$ cat src/logic/mc_machine_pkg.sv
package mc_machine_pkg;

  ////////////////////
  // pod geometry
  ////////////////////

  // pods that receive a tag during boot
  localparam int NUM_PODS = 2;

  // serial tag bits shifted into each pod
  localparam int TAG_BITS_PER_POD = 8;

  // one tag bit per cycle, so this is the
  // full length of the programming phase
  localparam int TAG_CYCLES = NUM_PODS * TAG_BITS_PER_POD;

  // counter width for the programming phase
  localparam int TAG_CNT_W = $clog2(TAG_CYCLES);

  ////////////////////
  // boot sequence
  ////////////////////

  // tag  -> pod tags being shifted out
  // hold -> tags done, core reset still held
  // run  -> core reset released
  typedef enum logic [1:0] {
    BOOT_TAG  = 2'd0,
    BOOT_HOLD = 2'd1,
    BOOT_RUN  = 2'd2
  } boot_state_e;

endpackage

$ cat src/logic/mc_boot_ctrl.sv
module mc_boot_ctrl #(
  parameter int reset_depth_p = 3
) (
  input  logic clk_i
  , input  logic arst_n_i

  , output logic tag_done_o
  , output logic core_reset_o
);

  mc_machine_pkg::boot_state_e state_r;

  logic [mc_machine_pkg::TAG_CNT_W-1:0] tag_cnt_r;
  logic                                 tag_last;

  // delay chain, oldest stage at the top
  logic [reset_depth_p-1:0] chain_r;

  assign tag_last = (tag_cnt_r == (mc_machine_pkg::TAG_CYCLES - 1));

  ////////////////////
  // tag sequencer
  ////////////////////

  always_ff @(posedge clk_i or negedge arst_n_i) begin
    if (!arst_n_i) begin
      state_r   <= mc_machine_pkg::BOOT_TAG;
      tag_cnt_r <= '0;
    end else begin
      case (state_r)
        mc_machine_pkg::BOOT_TAG: begin
          tag_cnt_r <= tag_cnt_r + 1'b1;
          if (tag_last) begin
            state_r <= mc_machine_pkg::BOOT_HOLD;
          end
        end
        mc_machine_pkg::BOOT_HOLD: begin
          // chain has drained
          if (!chain_r[reset_depth_p-1]) begin
            state_r <= mc_machine_pkg::BOOT_RUN;
          end
        end
        default: begin
          state_r <= state_r;
        end
      endcase
    end
  end

  // high from the last tag bit onward
  assign tag_done_o = (state_r != mc_machine_pkg::BOOT_TAG);

  ////////////////////
  // core reset delay
  ////////////////////

  always_ff @(posedge clk_i or negedge arst_n_i) begin
    if (!arst_n_i) begin
      chain_r <= '1;
    end else begin
      chain_r[0] <= ~tag_done_o;
      for (int i = 1; i < reset_depth_p; i++) begin
        chain_r[i] <= chain_r[i-1];
      end
    end
  end

  assign core_reset_o = chain_r[reset_depth_p-1];

endmodule

$ cat config.mk
export PLATFORM = sky130hd
export DESIGN_NAME = mc_boot_ctrl
export DESIGN_NICKNAME = d
export VERILOG_FILES = /design/src/logic/mc_machine_pkg.sv /design/src/logic/mc_boot_ctrl.sv
export SDC_FILE = /design/constraint.sdc
export NUM_CORES = 1
export LEC_CHECK = 0
export BUFFER_PORTS_ARGS = -buffer_cell sky130_fd_sc_hd__buf_2
export CAP_MARGIN = 20
export CORE_AREA = 2 2 39 41
export CTS_CLUSTER_DIAMETER = 200
export CTS_CLUSTER_SIZE = 20
export DETAILED_ROUTE_END_ITERATION = 16
export DIE_AREA = 0 0 41 43
export GPL_ROUTABILITY_DRIVEN = 0
export PLACE_DENSITY = 0.46
export SETUP_SLACK_MARGIN = 0.1
export SYNTH_ARGS = -nofsm -noshare
export SYNTH_HDL_FRONTEND = slang
export SYNTH_SLANG_ARGS = --single-unit
$ cat constraint.sdc
create_clock -name clk_i -period 1.4 [get_ports clk_i]
set_clock_uncertainty 0.1 [all_clocks]
set_input_delay 0.07 -clock clk_i [delete_from_list [all_inputs] [get_ports clk_i]]
set_output_delay 0.07 -clock clk_i [all_outputs]
set_load 0.1 [all_outputs]
==> results.toml <==
[worst_setup_path]
arrival_ns = 1.07
crit_path_end_kind = "primary output"
path_cells = "buf_12"
crit_required_ns = 1.23
timing.rr.start = "state_r[0]"
slowest_stage = "dfstp_4"
cp_max_fo = 3
worst-setup-path-type = "flip-flop to primary output"
cp-start-kind = "flip-flop"
r2r_slack_ns = 0.16
max_stage_delay_ns = 0.64
cpLargestDelayFamily = "flip-flops"
worstRegToRegCells = 3
worstPathBufferInverterCount = 1
r2r_end = "tag_cnt_r[1]"

[placement]
dp_cells = 42
port_buffers = 3
placed_area_um2 = 391.6
dp_slack_ns = 0.2174

[cells_and_area]
syn_to_final_growth_pct = 35.19
fin_util_pct = 33.00
nets = 38
drive_gt1_share_pct = 47.06
multi_input_area_um2 = 101.3
final-seq-area_um2 = 232.7
stdcell_count = 50
antenna_cells = 0
final_area_um2 = 456.7
fillCellCount = 134

[sta]
maxSlewViolCount = 0
rsz0062_at_grt = "no"
setup_viol = 0
fin_crit_ns = 1.241
worstMarginPinSlew_ns = 0.2014
setup_slack_ns = 0.1593
slew_headroom_pct = 86.61
final.period_utilization_pct = 88.62
max_freq_mhz = 806.0
final-hold-violation-count = 0
tns_ns = 0

[global_route]
busiest_layer = "met1"
grt_first_pass_wirelength_um = 903
use_met2_pct = 10.31
grt_pass1_vias = 224
met1_usage_pct = 10.70
track_usage_pct = 8.130
antenna_found_initial = 0
grt_overflow = 0
grt_max_degree = 10
use_met3_pct = 4.712

[logic_synthesis]
synth_cell_types = 13
syn-cell-area_um2 = 337.8
ys_ff_latch = 9
synth_top_area_share_pct = 44.44
synth.area.top_cells = "dfrtp_1 (44%), dfstp_2 (23%), xnor2_1 (5.2%)"
yosys_warnings = 0
synthCells = 23
syn-num-nets = 26
async_flop_share_pct = 100.0
ys_seq_area_share_pct = 67.78
avgSynthCellArea_um2 = 14.69
synth_edf_count = 0
ys.flop_type = "dfrtp_1"
synthTopCellsByCount = "dfrtp_1 (6), dfstp_2 (3), inv_1 (2), nand2_1 (2), xnor2_1 (2)"
synth_top_area_cell = "dfrtp_1"
synth.most_common_cell = "dfrtp_1"

[power_and_ir_drop]
power.leakage_nw = 0.2219
swShare_pct = 20.16
power_frac_seq_pct = 55.7
pwr-share-clk_pct = 42.6
vdd_drop_max_v = 0.0003790
p_sw_w = 0.00009413
p_per_area_nw_per_um2 = 1023
power.internal_w = 0.0003729
combPwrFrac_pct = 1.6

[cts]
clkTransAtPathRegs_ns = 0.06
cts.path.max_buffers = 2
cts_inserted_buffers = 3
h-tree-depth = 1
clock_sinks = 9
cts_tree = "done"
insertion_delay_ns = 0.26
cts_root_buffer = "clkbuf_4"

[die]
die_area_um2 = 1763
chipWidth_um = 41
top_level_ports = 4
rows = 14
core-area_um2 = 1384
die_h_um = 43
start_util_pct = 24.41

[routing]
drt_first_pass_iters = 2
wl_per_cell_um = 10.40
vias = 215
viasPerCell = 4.300
drtIter0Drc = 2
detail-route-antenna-nets = 0
drt_wl_total_um = 520
drc = 0

[worst_hold_path]
min_path_type = "input port to async pin"

[job]
cap_viol_max_count = 0

[outcome]
status = "completed"
## worst reg2reg max path, stage by stage, from the launching register on
cell and delay (ns):
dfrtp_1 0.42, nor2_4 0.14, buf_4 0.14, mux2_2 0.32
## per-layer routing
metal	up-vias	part of all wire, %
li1	98	-
met1	112	42
met2	5	54
met3	0	4.0
met4	0	0
met5	-	0
## worst max path at each step
stage                     cells after the start            to       start
after floorplan                               2    state_r[1]  chain_r[2]
after global placement                        2  tag_cnt_r[1]  state_r[1]
after detailed placement                      2  tag_cnt_r[1]  state_r[1]
after CTS                                     1  core_reset_o  chain_r[2]
after global routing                          3    tag_done_o  state_r[0]
final                                         1  core_reset_o  chain_r[2]
## logic make-up (layout without fill, tap and decap cells)
group | after synthesis | in the layout | share of synthesized area [%]
mux | 1 | 1 | 3.333
simple gates | 5 | 5 | 11.11
compound gates | 2 | 2 | 4.073
fa+ha+maj | 1 | 1 | 3.703
flops | 9 | 9 | 67.78
xor+xnor | 3 | 3 | 7.779
buf+inv | 2 | 13 | 2.223
## cells in the final DEF, fill, tap and decap left out, drive strengths merged
| master | instances |
|---|---|
| ha | 1 |
| mux2 | 1 |
| dfrtp | 6 |
| xor2 | 1 |
| o21ai | 1 |
| inv | 2 |
| buf | 6 |
| xnor2 | 2 |
| dfstp | 3 |
| nand4 | 2 |
| nor2 | 1 |
| nand2 | 2 |
| clkbuf | 4 |
| a21o | 1 |
| dlygate4sd3 | 1 |
## layout make-up
type,instances,share of cell area [%]
multi-input combinational,12,22.19
sequential,9,50.96
timing repair buffer,7,15.07
clock buffer,4,5.753
tap,16,4.384
inverter,2,1.644
## stage by stage
stage	hold WS [ns]	power, W
detailed placement	-0.1727	0.0002708
global route	0.09704	0.0004933
global placement	-0.1755	0.0002707
CTS	0.08587	0.0004701
floorplan	-0.3256	0.0002648
finish	0.07881	0.0004670
## what timing repair did
action                     CTS  global route
gates resized for setup      1             1
setup endpoints to repair    1             1
buffers inserted             3             0
hold endpoints to repair     9             0
pin swaps                    1             0
hold buffers                 1             0
## state kept, by name, summed over array words and instances, names as in the netlist
name and flops:
chain_r 3, state_r 2, tag_cnt_r 4
## power groups by stage
stage               Sequential [W]  Combinational, W  Clock, W
global placement          0.000265        0.00000589         0
CTS                       0.000260        0.00000817  0.000202
finish                    0.000260        0.00000766  0.000199
floorplan                 0.000265   0.0000000000563         0
global route              0.000260        0.00000907  0.000224
detailed placement        0.000265        0.00000605         0
(Power assumes the default switching activity.)
